`src/hdl/msg_pkg.sv`:
```
package msg_pkg;

    //////////////////////////////////////////////////
    // Sizes

    localparam int BYTE_W        = 8;
    localparam int MSG_MAX       = 24;
    localparam int LEN_W         = 5;
    localparam int SETTLE_CYCLES = 3;
    localparam int SETTLE_W      = $clog2(SETTLE_CYCLES);

    localparam logic [BYTE_W-1:0] CHAR_LF = 8'h0A;

    typedef logic [BYTE_W-1:0] byte_t;

    // ASCII digits as shown by the clock core
    typedef struct packed {
        byte_t hour_10;
        byte_t hour_1;
        byte_t min_10;
        byte_t min_1;
        byte_t sec_10;
        byte_t sec_1;
    } time_digits_t;

    typedef enum logic [3:0] {
        MODE_CLOCK     = 4'b0000,
        MODE_STOPWATCH = 4'b0001,
        MODE_TIMER     = 4'b0010
    } mode_t;

    typedef struct packed {
        logic left;
        logic right;
    } btn_t;

    typedef enum logic [3:0] {
        MSG_CLOCK_RPT,
        MSG_SW_RPT,
        MSG_TIMER_RPT,
        MSG_SW_RUN,
        MSG_SW_STOP,
        MSG_SW_CLEAR,
        MSG_TIMER_RUN,
        MSG_TIMER_STOP,
        MSG_TIMER_CLEAR,
        MSG_SET_ON,
        MSG_SET_OFF
    } msg_kind_t;

    typedef struct packed {
        byte_t [MSG_MAX-1:0] data;  // data[0] goes out first
        logic  [LEN_W-1:0]   len;
    } msg_t;

    //////////////////////////////////////////////////
    // Templates

    // Text of n chars, left char in the top byte, LF appended
    function automatic msg_t make_msg(input logic [MSG_MAX*BYTE_W-1:0] txt, input int n);
        msg_t m;
        m.data = '0;
        for (int i = 0; i < MSG_MAX; i++) begin
            if (i < n)
                m.data[i] = txt[(n - 1 - i) * BYTE_W +: BYTE_W];
            else if (i == n)
                m.data[i] = CHAR_LF;
        end
        m.len = LEN_W'(n + 1);
        return m;
    endfunction

    function automatic msg_t msg_template(input msg_kind_t kind);
        case (kind)
            MSG_CLOCK_RPT   : return make_msg("Clock 00H 00M 00S", 17);
            MSG_SW_RPT      : return make_msg("Stopwatch 00M 00S 00mS", 22);
            MSG_TIMER_RPT   : return make_msg("Timer 00H 00M 00S", 17);
            MSG_SW_RUN      : return make_msg("Stop_Watch_RUN", 14);
            MSG_SW_STOP     : return make_msg("Stop_Watch_STOP", 15);
            MSG_SW_CLEAR    : return make_msg("Stop_Watch_Clear", 16);
            MSG_TIMER_RUN   : return make_msg("Timer_RUN", 9);
            MSG_TIMER_STOP  : return make_msg("Timer_STOP", 10);
            MSG_TIMER_CLEAR : return make_msg("Timer_Clear", 11);
            MSG_SET_ON      : return make_msg("Setting_On", 10);
            MSG_SET_OFF     : return make_msg("Setting_Off", 11);
            default         : return make_msg("", 0);  // LF only
        endcase
    endfunction

    function automatic logic is_report(input msg_kind_t kind);
        return (kind == MSG_CLOCK_RPT) || (kind == MSG_SW_RPT) || (kind == MSG_TIMER_RPT);
    endfunction

    // Position of the first hour digit, pairs follow every 4 bytes
    function automatic logic [LEN_W-1:0] digit_base(input msg_kind_t kind);
        if (kind == MSG_SW_RPT)
            return LEN_W'(10);
        else
            return LEN_W'(6);
    endfunction

endpackage

```
`src/hdl/request_decoder.sv`:
```
`timescale 1ns/1ps

module request_decoder (
    input  logic                  iClk,
    input  logic                  iRst,
    input  logic                  rx_valid,
    input  msg_pkg::byte_t        rx_data,
    output logic                  rx_ready,
    input  msg_pkg::mode_t        mode,
    input  logic                  set,
    input  msg_pkg::btn_t         btn,
    input  msg_pkg::time_digits_t digits,
    output logic                  req_valid,
    output msg_pkg::msg_kind_t    req_kind,
    input  logic                  req_ready
);
    import msg_pkg::*;

    logic      rx_fire;
    logic      one_btn;
    logic      digits_zero;
    logic      ev_valid;
    msg_kind_t ev_kind;
    logic      sw_run;
    logic      sw_run_n;
    logic      tmr_run;
    logic      tmr_run_n;
    logic      set_on;
    logic      set_on_n;

    assign rx_ready    = !req_valid;    // Free while nothing waits
    assign rx_fire     = rx_valid && rx_ready;
    assign one_btn     = btn.left ^ btn.right;
    assign digits_zero = (digits == {6{"0"}});

    //////////////////////////////////////////////////
    // Event decode

    always_comb begin
        ev_valid  = 1'b0;
        ev_kind   = MSG_CLOCK_RPT;
        sw_run_n  = sw_run;
        tmr_run_n = tmr_run;
        set_on_n  = set_on;

        if (rx_fire) begin
            case (rx_data)
                "C": begin
                    ev_valid = 1'b1;
                    ev_kind  = MSG_CLOCK_RPT;
                end
                "W": begin
                    ev_valid = 1'b1;
                    ev_kind  = MSG_SW_RPT;
                end
                "T": begin
                    ev_valid = 1'b1;
                    ev_kind  = MSG_TIMER_RPT;
                end
                "S": begin
                    set_on_n = !set_on;
                    ev_valid = 1'b1;
                    ev_kind  = set_on_n ? MSG_SET_ON : MSG_SET_OFF;
                end
                default: ;  // Not a command
            endcase
        end else if (!req_valid && one_btn) begin
            if (mode == MODE_STOPWATCH) begin
                ev_valid = 1'b1;
                if (btn.right) begin
                    sw_run_n = !sw_run;
                    ev_kind  = sw_run_n ? MSG_SW_RUN : MSG_SW_STOP;
                end else begin
                    ev_kind = MSG_SW_CLEAR;
                end
            end else if (mode == MODE_TIMER && !set) begin
                ev_valid = 1'b1;
                if (btn.right) begin
                    // Nothing left to count down
                    tmr_run_n = digits_zero ? 1'b0 : !tmr_run;
                    ev_kind   = tmr_run_n ? MSG_TIMER_RUN : MSG_TIMER_STOP;
                end else begin
                    ev_kind = MSG_TIMER_CLEAR;
                end
            end
        end
    end

    //////////////////////////////////////////////////
    // Flags and request register

    always_ff @(posedge iClk or posedge iRst) begin
        if (iRst) begin
            req_valid <= 1'b0;
            sw_run    <= 1'b0;
            tmr_run   <= 1'b0;
            set_on    <= 1'b0;
        end else begin
            sw_run  <= sw_run_n;
            tmr_run <= tmr_run_n;
            set_on  <= set_on_n;
            if (ev_valid)
                req_valid <= 1'b1;
            else if (req_ready)
                req_valid <= 1'b0;
        end
    end

    always_ff @(posedge iClk) begin
        if (ev_valid)
            req_kind <= ev_kind;
    end

    // A waiting request must not change under back-pressure
    a_req_hold: assert property (@(posedge iClk) disable iff (iRst)
        req_valid && !req_ready |=> req_valid && $stable(req_kind));

endmodule

```
`src/hdl/msg_builder.sv`:
```
`timescale 1ns/1ps

module msg_builder (
    input  logic                  iClk,
    input  logic                  iRst,
    input  logic                  req_valid,
    input  msg_pkg::msg_kind_t    req_kind,
    output logic                  req_ready,
    input  msg_pkg::time_digits_t digits,
    output logic                  msg_valid,
    output msg_pkg::msg_t         msg,
    input  logic                  msg_ready
);
    import msg_pkg::*;

    typedef enum logic [1:0] {
        ST_FREE,
        ST_SETTLE,
        ST_FILL,
        ST_OFFER
    } state_t;

    state_t               state;
    logic [SETTLE_W-1:0]  settle_cnt;
    logic                 req_fire;
    logic                 settle_done;
    msg_kind_t            kind_r;
    msg_t                 msg_r;
    logic [LEN_W-1:0]     base;

    assign req_ready   = (state == ST_FREE);
    assign req_fire    = req_valid && req_ready;
    assign msg_valid   = (state == ST_OFFER);
    assign msg         = msg_r;
    assign base        = digit_base(kind_r);
    assign settle_done = (settle_cnt == SETTLE_W'(SETTLE_CYCLES - 2));

    //////////////////////////////////////////////////
    // FSM

    always_ff @(posedge iClk or posedge iRst) begin
        if (iRst) begin
            state      <= ST_FREE;
            settle_cnt <= '0;
        end else begin
            case (state)
                ST_FREE: begin
                    settle_cnt <= '0;
                    if (req_fire)
                        state <= is_report(req_kind) ? ST_SETTLE : ST_OFFER;
                end
                ST_SETTLE: begin
                    if (settle_done)
                        state <= ST_FILL;
                    else
                        settle_cnt <= settle_cnt + 1'b1;
                end
                ST_FILL: begin
                    state <= ST_OFFER;  // Digits sampled on this edge
                end
                ST_OFFER: begin
                    if (msg_ready)
                        state <= ST_FREE;
                end
                default: state <= ST_FREE;
            endcase
        end
    end

    //////////////////////////////////////////////////
    // Message register

    always_ff @(posedge iClk) begin
        if (req_fire) begin
            kind_r <= req_kind;
            msg_r  <= msg_template(req_kind);
        end else if (state == ST_FILL) begin
            msg_r.data[base]                <= digits.hour_10;
            msg_r.data[base + LEN_W'(1)]    <= digits.hour_1;
            msg_r.data[base + LEN_W'(4)]    <= digits.min_10;
            msg_r.data[base + LEN_W'(5)]    <= digits.min_1;
            msg_r.data[base + LEN_W'(8)]    <= digits.sec_10;
            msg_r.data[base + LEN_W'(9)]    <= digits.sec_1;
        end
    end

    // Offered message is sane for the streamer's index logic
    a_msg_len: assert property (@(posedge iClk) disable iff (iRst)
        msg_valid |-> (msg.len >= LEN_W'(1)) && (msg.len <= LEN_W'(MSG_MAX))
                      && (msg.data[msg.len - LEN_W'(1)] == CHAR_LF));

endmodule

```
`src/hdl/tx_streamer.sv`:
```
`timescale 1ns/1ps

module tx_streamer (
    input  logic           iClk,
    input  logic           iRst,
    input  logic           msg_valid,
    input  msg_pkg::msg_t  msg,
    output logic           msg_ready,
    output logic           tx_valid,
    output msg_pkg::byte_t tx_data,
    input  logic           tx_ready
);
    import msg_pkg::*;

    logic             busy;
    logic [LEN_W-1:0] idx;
    msg_t             buf_r;
    logic             msg_fire;
    logic             tx_fire;
    logic             last_byte;

    assign msg_ready = !busy;
    assign msg_fire  = msg_valid && msg_ready;
    assign tx_valid  = busy;
    assign tx_fire   = tx_valid && tx_ready;
    assign tx_data   = buf_r.data[idx];
    assign last_byte = (idx == buf_r.len - LEN_W'(1));    // LF position

    //////////////////////////////////////////////////
    // Byte index

    always_ff @(posedge iClk or posedge iRst) begin
        if (iRst) begin
            busy <= 1'b0;
            idx  <= '0;
        end else if (msg_fire) begin
            busy <= 1'b1;
            idx  <= '0;
        end else if (tx_fire) begin
            if (last_byte)
                busy <= 1'b0;
            else
                idx <= idx + LEN_W'(1);
        end
    end

    always_ff @(posedge iClk) begin
        if (msg_fire)
            buf_r <= msg;
    end

    // UART side sees a steady byte until it takes it
    a_tx_hold: assert property (@(posedge iClk) disable iff (iRst)
        tx_valid && !tx_ready |=> tx_valid && $stable(tx_data));

endmodule

```
`src/hdl/uart_msg_top.sv`:
```
`timescale 1ns/1ps

module uart_msg_top (
    input  logic                  iClk,
    input  logic                  iRst,
    input  logic                  rx_valid,
    input  msg_pkg::byte_t        rx_data,
    output logic                  rx_ready,
    input  msg_pkg::mode_t        mode,
    input  logic                  set,
    input  msg_pkg::btn_t         btn,
    input  msg_pkg::time_digits_t digits,
    output logic                  tx_valid,
    output msg_pkg::byte_t        tx_data,
    input  logic                  tx_ready
);
    import msg_pkg::*;

    logic      req_valid;
    logic      req_ready;
    msg_kind_t req_kind;
    logic      msg_valid;
    logic      msg_ready;
    msg_t      msg;

    //////////////////////////////////////////////////
    // Decoder, builder, streamer

    request_decoder u_decoder (
        .iClk      (iClk),
        .iRst      (iRst),
        .rx_valid  (rx_valid),
        .rx_data   (rx_data),
        .rx_ready  (rx_ready),
        .mode      (mode),
        .set       (set),
        .btn       (btn),
        .digits    (digits),
        .req_valid (req_valid),
        .req_kind  (req_kind),
        .req_ready (req_ready)
    );

    msg_builder u_builder (
        .iClk      (iClk),
        .iRst      (iRst),
        .req_valid (req_valid),
        .req_kind  (req_kind),
        .req_ready (req_ready),
        .digits    (digits),       // Sampled after settle delay
        .msg_valid (msg_valid),
        .msg       (msg),
        .msg_ready (msg_ready)
    );

    tx_streamer u_streamer (
        .iClk      (iClk),
        .iRst      (iRst),
        .msg_valid (msg_valid),
        .msg       (msg),
        .msg_ready (msg_ready),
        .tx_valid  (tx_valid),
        .tx_data   (tx_data),
        .tx_ready  (tx_ready)
    );

endmodule

```
`config.mk`:
```
export PLATFORM = sky130hd
export DESIGN_NAME = uart_msg_top
export DESIGN_NICKNAME = d
export VERILOG_FILES = /design/src/hdl/msg_pkg.sv /design/src/hdl/request_decoder.sv /design/src/hdl/msg_builder.sv /design/src/hdl/tx_streamer.sv /design/src/hdl/uart_msg_top.sv
export SDC_FILE = /design/constraint.sdc
export NUM_CORES = 1
export LEC_CHECK = 0
export ABC_CLOCK_PERIOD_IN_PS = 5300
export BUFFER_PORTS_ARGS = -buffer_cell sky130_fd_sc_hd__buf_4
export CAP_MARGIN = 10
export CORE_ASPECT_RATIO = 1.4
export CORE_MARGIN = 1
export CORE_UTILIZATION = 30
export CTS_CLUSTER_SIZE = 20
export DETAILED_ROUTE_END_ITERATION = 6
export GPL_TIMING_DRIVEN = 0
export PLACE_DENSITY = 0.48
export SLEW_MARGIN = 20
export SYNTH_ARGS = -nofsm -noshare
export SYNTH_HDL_FRONTEND = slang
export SYNTH_SLANG_ARGS = --single-unit
```
`constraint.sdc`:
```
create_clock -name iClk -period 5.3 [get_ports iClk]
set_input_delay 1.06 -clock iClk [delete_from_list [all_inputs] [get_ports iClk]]
set_output_delay 1.06 -clock iClk [all_outputs]
set_load 0.01 [all_outputs]
```
# Word-level counts from Yosys, hierarchy flattened
# Memories as Yosys holds them, arrays and structs flattened. A register that Yosys moved wholly into a read port is not among the register bits.
# Index checks and enable logic that the tools add are counted.
# W data, S select, Z words.
[classes]
n_shift = 0
div_mod_pow = 0
addsub = 8
reduce_logical = 35
mul = 0
eq_ne = 20
n_mux = 55
bitwise_logic = 3
magnitude_cmp = 13
[op_table]
columns = ["op", "n"]
rows = [
  ["$bwmux W192", 6],
  ["$mux W192", 2],
  ["$demux W8 S5", 6],
  ["$mux W8", 7],
  ["$eq A48 B46 Y1 const B", 1],
  ["$bmux W8 S5", 1],
  ["$lt A5 B6 Y1 const B", 6],
  ["$eq A8 B7 Y1 const B", 4],
  ["$mux W4", 8],
  ["$ge A5 B1 Y1 const B", 5],
  ["$mux W5", 3],
  ["$eq A4 B1 Y1 const B", 3],
  ["$logic_and A1 B1 Y1", 12],
  ["$mux W1", 12],
  ["$mux W2", 6],
  ["$pmux W4 S3", 1],
  ["$add A4 B3 Y5 const B", 2],
  ["$add A4 B4 Y5 const B", 2],
  ["$reduce_bool A2 Y1", 5],
  ["$eq A4 B2 Y1 const B", 2],
  ["$pmux W2 S4", 1],
  ["$reduce_and A2 Y1", 4],
  ["$logic_not A1 Y1", 6],
  ["$lt A4 B6 Y1 const B", 1],
  ["other kinds (21)", 28],
]
[word_totals]
mem_count = 1
latch_bits = 0
ram_bits = 0
reg_bits = 416
out_inout_bits = 10
romBits = 2064
[memory_table]
columns = ["name", "words", "word_bits", "read_ports", "rd_ports_with_merged_regs", "write_ports", "line", "text"]
rows = [
  ["(no name shown)", 16, 129, 1, 1, 0, "msg_pkg.sv:74", "case (kind)"],
]

# Logic depth before layout (Yosys ltp)
# Gate-level depths: netlist (run 1).
[logic_depth]
ltp_word = 14
ltp_mapped = 11

# By module
# A second synthesis (run 1) with hierarchy kept.
[unflattened]
cells_unflattened = 906
area_unflattened_um2 = 14506.4
[modules_own_cells]
columns = ["mod", "n_inst", "area_per_inst_um2", "seq_area_each_um2", "cells_each"]
rows = [
  ["tx_streamer", 1, 7918.8, 6065.8, 362],
  ["msg_builder", 1, 5959.5, 3553.4, 475],
  ["request_decoder", 1, 628.1, 220.2, 69],
]

# Worst setup path after synthesis (run 1)
# OpenSTA, ideal clock, no wires.
[synth_timing]
kind = "register -> register"
start = "register u_streamer.busy, in the netlist u_streamer.tx_valid"
end = "register u_streamer.buf_r[0] (netlist bit), enable pin"
setup_time_ps = 465
synth_period_minus_slack_ps = 3296
stages_incl_launch_ff = 3
path_buffers = 0
t_required_ps = 4835
path_slack_ps = 2004
arrival_ps = 2831
cell_sequence = "dfrtp_1 -> nand2b_1 -> inv_1"
[synth_between]
elab_chain_cells = 2
[synth_lines]
columns = ["item", "line", "text"]
rows = [
  ["start: declaration", "tx_streamer.sv:15", "logic busy;"],
  ["start signal: assignment", "tx_streamer.sv:34", "busy <= 1'b0;"],
  ["start signal: assignment", "tx_streamer.sv:37", "busy <= 1'b1;"],
  ["start signal: assignment", "tx_streamer.sv:41", "busy <= 1'b0;"],
  ["$logic_not A1 Y1", "tx_streamer.sv:22", "assign msg_ready = !busy;"],
  ["$logic_and A1 B1 Y1", "tx_streamer.sv:23", "assign msg_fire = msg_valid && msg_ready;"],
  ["named net u_streamer.msg_fire", "tx_streamer.sv:18", "logic msg_fire;"],
  ["end signal: assignment", "tx_streamer.sv:49", "buf_r <= msg;"],
  ["end: declaration", "tx_streamer.sv:17", "msg_t buf_r;"],
]
# The timed path passes the listed nets, and every way through them passes these cells.
# A chain may end at the register's enable or synchronous reset.

# Final worst setup path (run 1)
[layout_timing]
start = "register u_streamer.idx[0]"
end = "output tx_data[2]"
[layout_between]
elab_chain_cells = 2
[layout_lines]
columns = ["item", "line", "text"]
rows = [
  ["start: declaration", "tx_streamer.sv:16", "logic [LEN_W-1:0] idx;"],
  ["start signal: assignment", "tx_streamer.sv:43", "idx <= idx + LEN_W'(1);"],
  ["$bmux W8 S5", "tx_streamer.sv:26", "assign tx_data = buf_r.data[idx];"],
  ["$mux W8 (not written as such)", "tx_streamer.sv:26", ""],
  ["end: declaration", "uart_msg_top.sv:14", "output msg_pkg::byte_t tx_data,"],
]
# Every way passes these cells. The select of a mux whose other input is x is not followed.

==> metrics, run 1 <==
postcts setup bufs 0; worst-margin pin slew around 0.96 ns; commonest non-fill, non-tap cell in the layout edfxtp_1; part of the Yosys area used for sequential elements between 60 and 70%; Synth cell types 75; Syn Nets about 1,100; vias in the first global route between 8,000 and 9,000; n_diodes 0; clock sink count just over 300; Clk Latency, worst-skew pair approximately 0.55 ns; power share of the sequential group 44.3%; beginning of the critical path u_streamer.idx[0]$_DFFE_PP0P_; final hold violations 0; Core Area about 0.042 mm2; ys async rst share 4.56%; Sw Ratio between 30% and 40%; CTS Buf Count 29; IO buf count between 70 and 80; Slew Limit Fails 0; Power Total ~7.2 mW; Max Freq 0.220 GHz; crit path kind flip-flop to output port; Int Pwr 4.93 mW; endpoint arrival time on the critical path approximately 3.5 ns; dpl hpwl roughly 30 mm; CP Data Required Time about 4.2 ns; Final min period ~4.5 ns; Hold Crit Class flip-flop to flip-flop; Worst R2R Setup Slack about 1.9 ns; Lkg Pwr 5.72 nW; mapped cell area roughly 0.013 mm2; Most used DFF post-synth edfxtp_1; CP startpoint kind flip-flop; clock power share about 30%; first-pass GRT wire length roughly 57 mm; Placement Rows between 80 and 90; RSZ-0062 raised after global routing false; I/O pin total 77; DRC 0; Setup Viol. Count Final 0; Area growth syn-to-layout 18.3%; final setup margin 0.764 ns; normalized max-slew margin around a third; vias post-DR 8,117; fill cell count slightly above 4,000; Ys Warns 0; CP max-delay cell a2111oi_0; Post-synth EDFFs 230; vias per cell about 5; Critical Path Fanout Max 10; Setup WS pre-CTS about 0.9 ns; CTS root buf clkbuf_16; drt wl/cell ~24 um; final net count 1,165; chip width about 180 um; gr usage total around 18%; outcome finished, final reports clean; Comb power frac a little over a quarter; PwrDens between 400 and 500 mW/mm2; worst path cell trace buf_2 -> buf_2 -> clkbuf_1 -> nand3_1 -> o21ai_0 -> nor3_1 -> a2111oi_0 -> o21bai_1 -> buf_4; CTS tree done; Die Height 245 um; CP dominant cell by count buf_2; initial antenna violation count 0; Max Cap Viol 0; Clock transition at path regs about 0.070 ns; total iterations of the first detailed-routing run 5; Initial Utilization ~31%; setup TNS 0 ns; #FFs+latches synth 307; final wirelength roughly 39 mm; Placer Congestion approximately 0.95; worst vdd ir about 0.00024 V; hold buffer count at cts 0; P_sw between 2 and 2.5 mW; Avg Synthesized Cell Area 13.0 um2; Crit. End Element output port; H-tree levels 1; ANT nets after route 0; most frequent cells in the layout edfxtp_1, nand2_1, buf_4; share of the clock period used by the worst path approximately 86%; CP peak stage delay around 0.64 ns; Clock Skew slightly above 0.009 ns; initial detailed-routing violation count approximately 700; clock buffer depth 3; share of cells above drive strength 1 between 10% and 20%; Post-CTS Resized 0; die area about 0.043 mm2; origin of the critical flop-to-flop path u_decoder.req_valid$_DFFE_PP0P_; cell count after synthesis about 970; grt total ovfl 0; largest net degree at the start of global routing 80
==> cells by family (layout without fill, tap and decap cells) <==
family / count (synthesis) / in the layout / synth area share, %
flip-flops: 307 / 307 / 67.0
adder cells (fa/ha/maj): 15 / 15 / 1.48
XOR/XNOR: 8 / 8 / 0.552
AND/OR/NAND/NOR: 325 / 325 / 12.7
multiplexers: 44 / 44 / 5.42
buffers and inverters: 89 / 220 / 3.01
AO/OA/AOI/OAI: 186 / 186 / 9.83
==> synthesized netlist by cell type (all sizes together) (4+ instances only) <==
cell	n	area, um2
nor4bb	4	40.0
nor2b	9	56.3
a31oi	28	175
nand2	139	522
nand3	23	125
nor3	12	71.3
clkbuf	38	143
dfrtp	14	350
nor2	57	216
mux4	19	428
o2bb2ai	4	41.3
mux2i	20	200
nand2b	7	43.8
mux2	5	60.1
xnor2	6	52.6
edfxtp	230	6910
buf	20	124
o22ai	5	37.5
a211oi	12	108
nor4	6	67.6
nand4	6	43.8
inv	30	113
ha	15	188
nor4b	5	43.8
a21oi	58	305
a21o	17	135
and3	45	287
dfxtp	63	1260
o21ai	33	169
==> per-stage QoR <==
stage | hold WS (ns) | util (%) | instances | cell area, um2
4_1_cts | 0.410 | 36.2 | 1645 | 15000
5_1_grt | 0.412 | 36.2 | 1645 | 15000
6_report | 0.408 | 36.2 | 1645 | 15000
3_3_place_gp | 0.388 | 33.6 | 1590 | 14000
3_5_place_dp | 0.395 | 33.8 | 1592 | 14000
2_1_floorplan | 0.386 | - | 974 | 12700
==> critical path, delay by kind of cell, from the launching register on <==
family | cells | cell delay [ns]
AND/OR/NAND/NOR | 2 | 0.26
flip-flops | 1 | 0.36
buffers and inverters | 4 | 1.33
AO/OA/AOI/OAI | 3 | 0.98
==> power by group through the flow <==
stage               clock, mW  sequential (mW)  combinational, mW
detailed placement          0             3.25               1.90
global placement            0             3.27               1.88
CTS                      2.19             3.20               1.91
finish                   2.14             3.20               1.88
floorplan                   0             3.18               1.14
global route             2.27             3.23               2.03
==> layout make-up <==
| class | count | area, um2 | area share, % |
|---|---|---|---|
| clock inverters | 13 | 91.3 | 0.608 |
| well taps | 540 | 676 | 4.50 |
| flip-flops and latches | 307 | 8520 | 56.7 |
| inverters | 31 | 121 | 0.808 |
| multi-input cells | 578 | 3810 | 25.3 |
| clock buffers | 40 | 915 | 6.09 |
| plain buffers | 58 | 270 | 1.80 |
| repair buffers | 78 | 626 | 4.16 |
==> worst paths after layout <==
kind | cells past startpoint | endpoint
max in group asynchronous | 2 | u_streamer.idx[0]$_DFFE_PP0P_
worst max-delay path | 9 | tx_data[2]
worst min register to register | 0 | u_builder.msg[3]$_DFFE_PP_
worst max register to register | 10 | flip-flop
min in group asynchronous | 2 | u_decoder.req_valid$_DFFE_PP0P_
worst min-delay path | 0 | u_builder.msg[3]$_DFFE_PP_
==> per-layer routing <==
metal	global-route usage [%]	wire length, um	vias up
li1	-	-	3810
met1	20.2	14700	4013
met2	35.2	21300	220
met3	1.93	1410	74
met4	7.54	1550	0
met5	0	0	-
(Power assumes the default switching activity.)
==> run 2: changes to the inputs <==
SYNTH_HIERARCHICAL = 1   (was not set)
==> run 2 against run 1 <==
  * The flow now finishes with violations (design-rule violations)
  * Sequential power is 13% higher
  * First-iteration DRC count fell by 17%
  * Setup slack better by 0.20 ns
  * Critical endpoint is now tx_data[6]
  * Largest cell class unchanged
==> metrics, run 2 <==
origin of the critical flop-to-flop path u_builder/state[1]$_DFFE_PP0P_; Int Pwr approximately 5.9 mW; PwrDens slightly below 500 mW/mm2; clock power share roughly 30%; n_diodes 0; final hold violations 0; P_sw 2.42 mW; final setup margin a little under 1 ns; Reg2Reg Capture Point u_builder/msg[86]$_DFFE_PP_; Comb power frac roughly a quarter; CP Data Required Time about 4.2 ns; first-pass GRT wire length around 57 mm; failing checks design-rule violations; Setup Viol. Count Final 0; initial antenna violation count 0; drt wl/cell 22.8 um; max reg flops between 150 and 200; Slew Limit Fails 0; RSZ-0062 raised after global routing false; dpl hpwl about 29 mm; Critical Path Fanout Max 10; Clk Latency, worst-skew pair about 0.57 ns; chip width 188 um; Synth cell types between 60 and 70; Hold Crit Class primary input to async pin; Ys Warns 6; ANT nets after route 0; power share of the sequential group approximately 44%; share of the synthesized area in the top cell type between 60% and 70%; most frequent cells in the layout edfxtp_1, buf_4, mux4_2; Placer Congestion a little over 0.9; part of the Yosys area used for sequential elements approximately two thirds; I/O pin total slightly below 80; Initial Utilization between 30% and 40%; total iterations of the first detailed-routing run 7; CTS root buf clkbuf_16; Synth area leaders edfxtp_1, mux4_2, buf_4; mapped cell area 0.0145 mm2; Max Freq between 0.2 and 0.25 GHz; Crit. End Element output port; postcts setup bufs 0; Worst R2R Path Depth 8; #FFs+latches synth between 300 and 400; Worst R2R Setup Slack ~1.8 ns; dpl cell area 0.0161 mm2; share of the clock period used by the worst path between 80% and 90%; vias post-DR 8,104; vias per cell between 4 and 5; Synth top cells by count edfxtp_1, buf_4, mux4_2; gr usage total approximately 16%; Max Cap Viol 0; met2 routed WL ~21 mm; commonest non-fill, non-tap cell in the layout edfxtp_1; crit path kind flip-flop to output port; Final min period roughly 4.3 ns; Sw Ratio 29.3%; DRC 2; vias in the first global route about 8,300; die area 0.0493 mm2; FF+latch area about 0.0098 mm2; Post-CTS Resized 0; CP startpoint kind flip-flop; Setup WS pre-CTS approximately 1.4 ns; hold buffer count at cts 0; Lkg Pwr ~6.2 nW; CTS Buf Count 31; Avg Synthesized Cell Area between 15 and 20 um2; normalized max-slew margin 27.7%; Clock Skew between 0.008 and 0.009 ns; cell count after synthesis 906; grt total ovfl 0; endpoint arrival time on the critical path approximately 3.3 ns; met3 routed WL 1.31 mm; initial detailed-routing violation count ~570; Placement Rows 95; final net count ~1,100; clock buffer depth 3; Final Instance Area about 0.017 mm2; Die Height 262 um; non-filler instance count after layout between 1,500 and 2,000; fill cell count between 4,000 and 5,000; Core Area roughly 0.048 mm2; largest net degree at the start of global routing between 100 and 150; Biggest register u_streamer/buf_r; Area growth syn-to-layout 18.8%; CTS tree done; Placed Cells around 1,700; Most used DFF post-synth edfxtp_1; worst vdd ir 0.000236 V; top flop regs u_streamer/buf_r (197), u_builder/msg (111), u_streamer/idx (5); setup TNS 0 ns; Post-synth EDFFs about 320; clock sink count 330; top sig layer met4; Yosys top cell by area edfxtp_1; wl on met1 ~15 mm; outcome complete, but fails checks; share of cells above drive strength 1 between 20 and 30%; Power Total 8.27 mW; worst-margin pin slew about 1.1 ns; final wirelength slightly below 40 mm; most frequent cell after synthesis edfxtp_1; ys async rst share roughly 4.2%; Clock transition at path regs 0.06 ns; area occupied by multi-input gates approximately 0.0039 mm2; H-tree levels 1; IO buf count 76
[run 2: final cells by class]
class,instances,share of cell area (%)
Clock inverter,21,1.97
Buffer,129,5.05
Sequential cell,330,57.1
Tap cell,630,4.58
Timing Repair Buffer,78,3.63
Clock buffer,35,4.59
Inverter,28,0.654
Multi-Input combinational cell,463,22.4
[run 2: worst max-delay path: stages (launching register included)]
cell	delay [ns]
dfrtp_1	0.35
buf_2	0.30
clkbuf_1	0.83
mux4_2	0.46
mux2i_1	0.33
o21ai_0	0.22
buf_4	0.20
[run 2: kinds of logic (layout without fill, tap and decap cells)]
family,after synthesis,in the layout,synth area share [%]
fa+ha+maj,15,15,1.29
xor+xnor,9,9,0.543
mux,84,84,9.80
simple gates,165,165,6.56
flops,330,330,67.8
buf+inv,157,291,6.71
other cells,1,45,0.0259
compound gates,145,145,7.24
[run 2: worst max path at each step]
stage,from,slack [ns],cells after the start,to
final,u_streamer/idx[1]$_DFFE_PP0P_,0.96,6,tx_data[6]
after detailed placement,u_streamer/idx[1]$_DFFE_PP0P_,1.44,6,tx_data[6]
after CTS,u_streamer/idx[1]$_DFFE_PP0P_,0.82,6,tx_data[6]
after floorplan,u_streamer/tx_valid$_DFFE_PP0P_,0.25,3,u_streamer/buf_r[0]$_DFFE_PP_
after global placement,u_builder/state[1]$_DFFE_PP0P_,-1.75,3,u_streamer/buf_r[127]$_DFFE_PP_
after global routing,u_streamer/idx[1]$_DFFE_PP0P_,0.80,6,tx_data[0]
[run 2: per-layer routing]
layer,track usage (%),vias up
met5,0,-
met4,6.32,0
met3,1.82,55
met2,30.3,204
met1,18.2,4125
li1,-,3720
[run 2: power by group through the flow]
stage / registers [mW] / logic, mW / clock network, mW
floorplan: 3.61 / 1.39 / 0
global placement: 3.70 / 2.21 / 0
detailed placement: 3.67 / 2.23 / 0
CTS: 3.62 / 2.24 / 2.55
global route: 3.65 / 2.35 / 2.63
finish: 3.61 / 2.17 / 2.49
[run 2: stage by stage]
stage               utilization (%)  hold WS, ns
global route                   36.0        0.400
finish                         36.0        0.403
floorplan                         -        0.400
detailed placement             33.6        0.405
CTS                            36.0        0.385
global placement               33.5        0.402
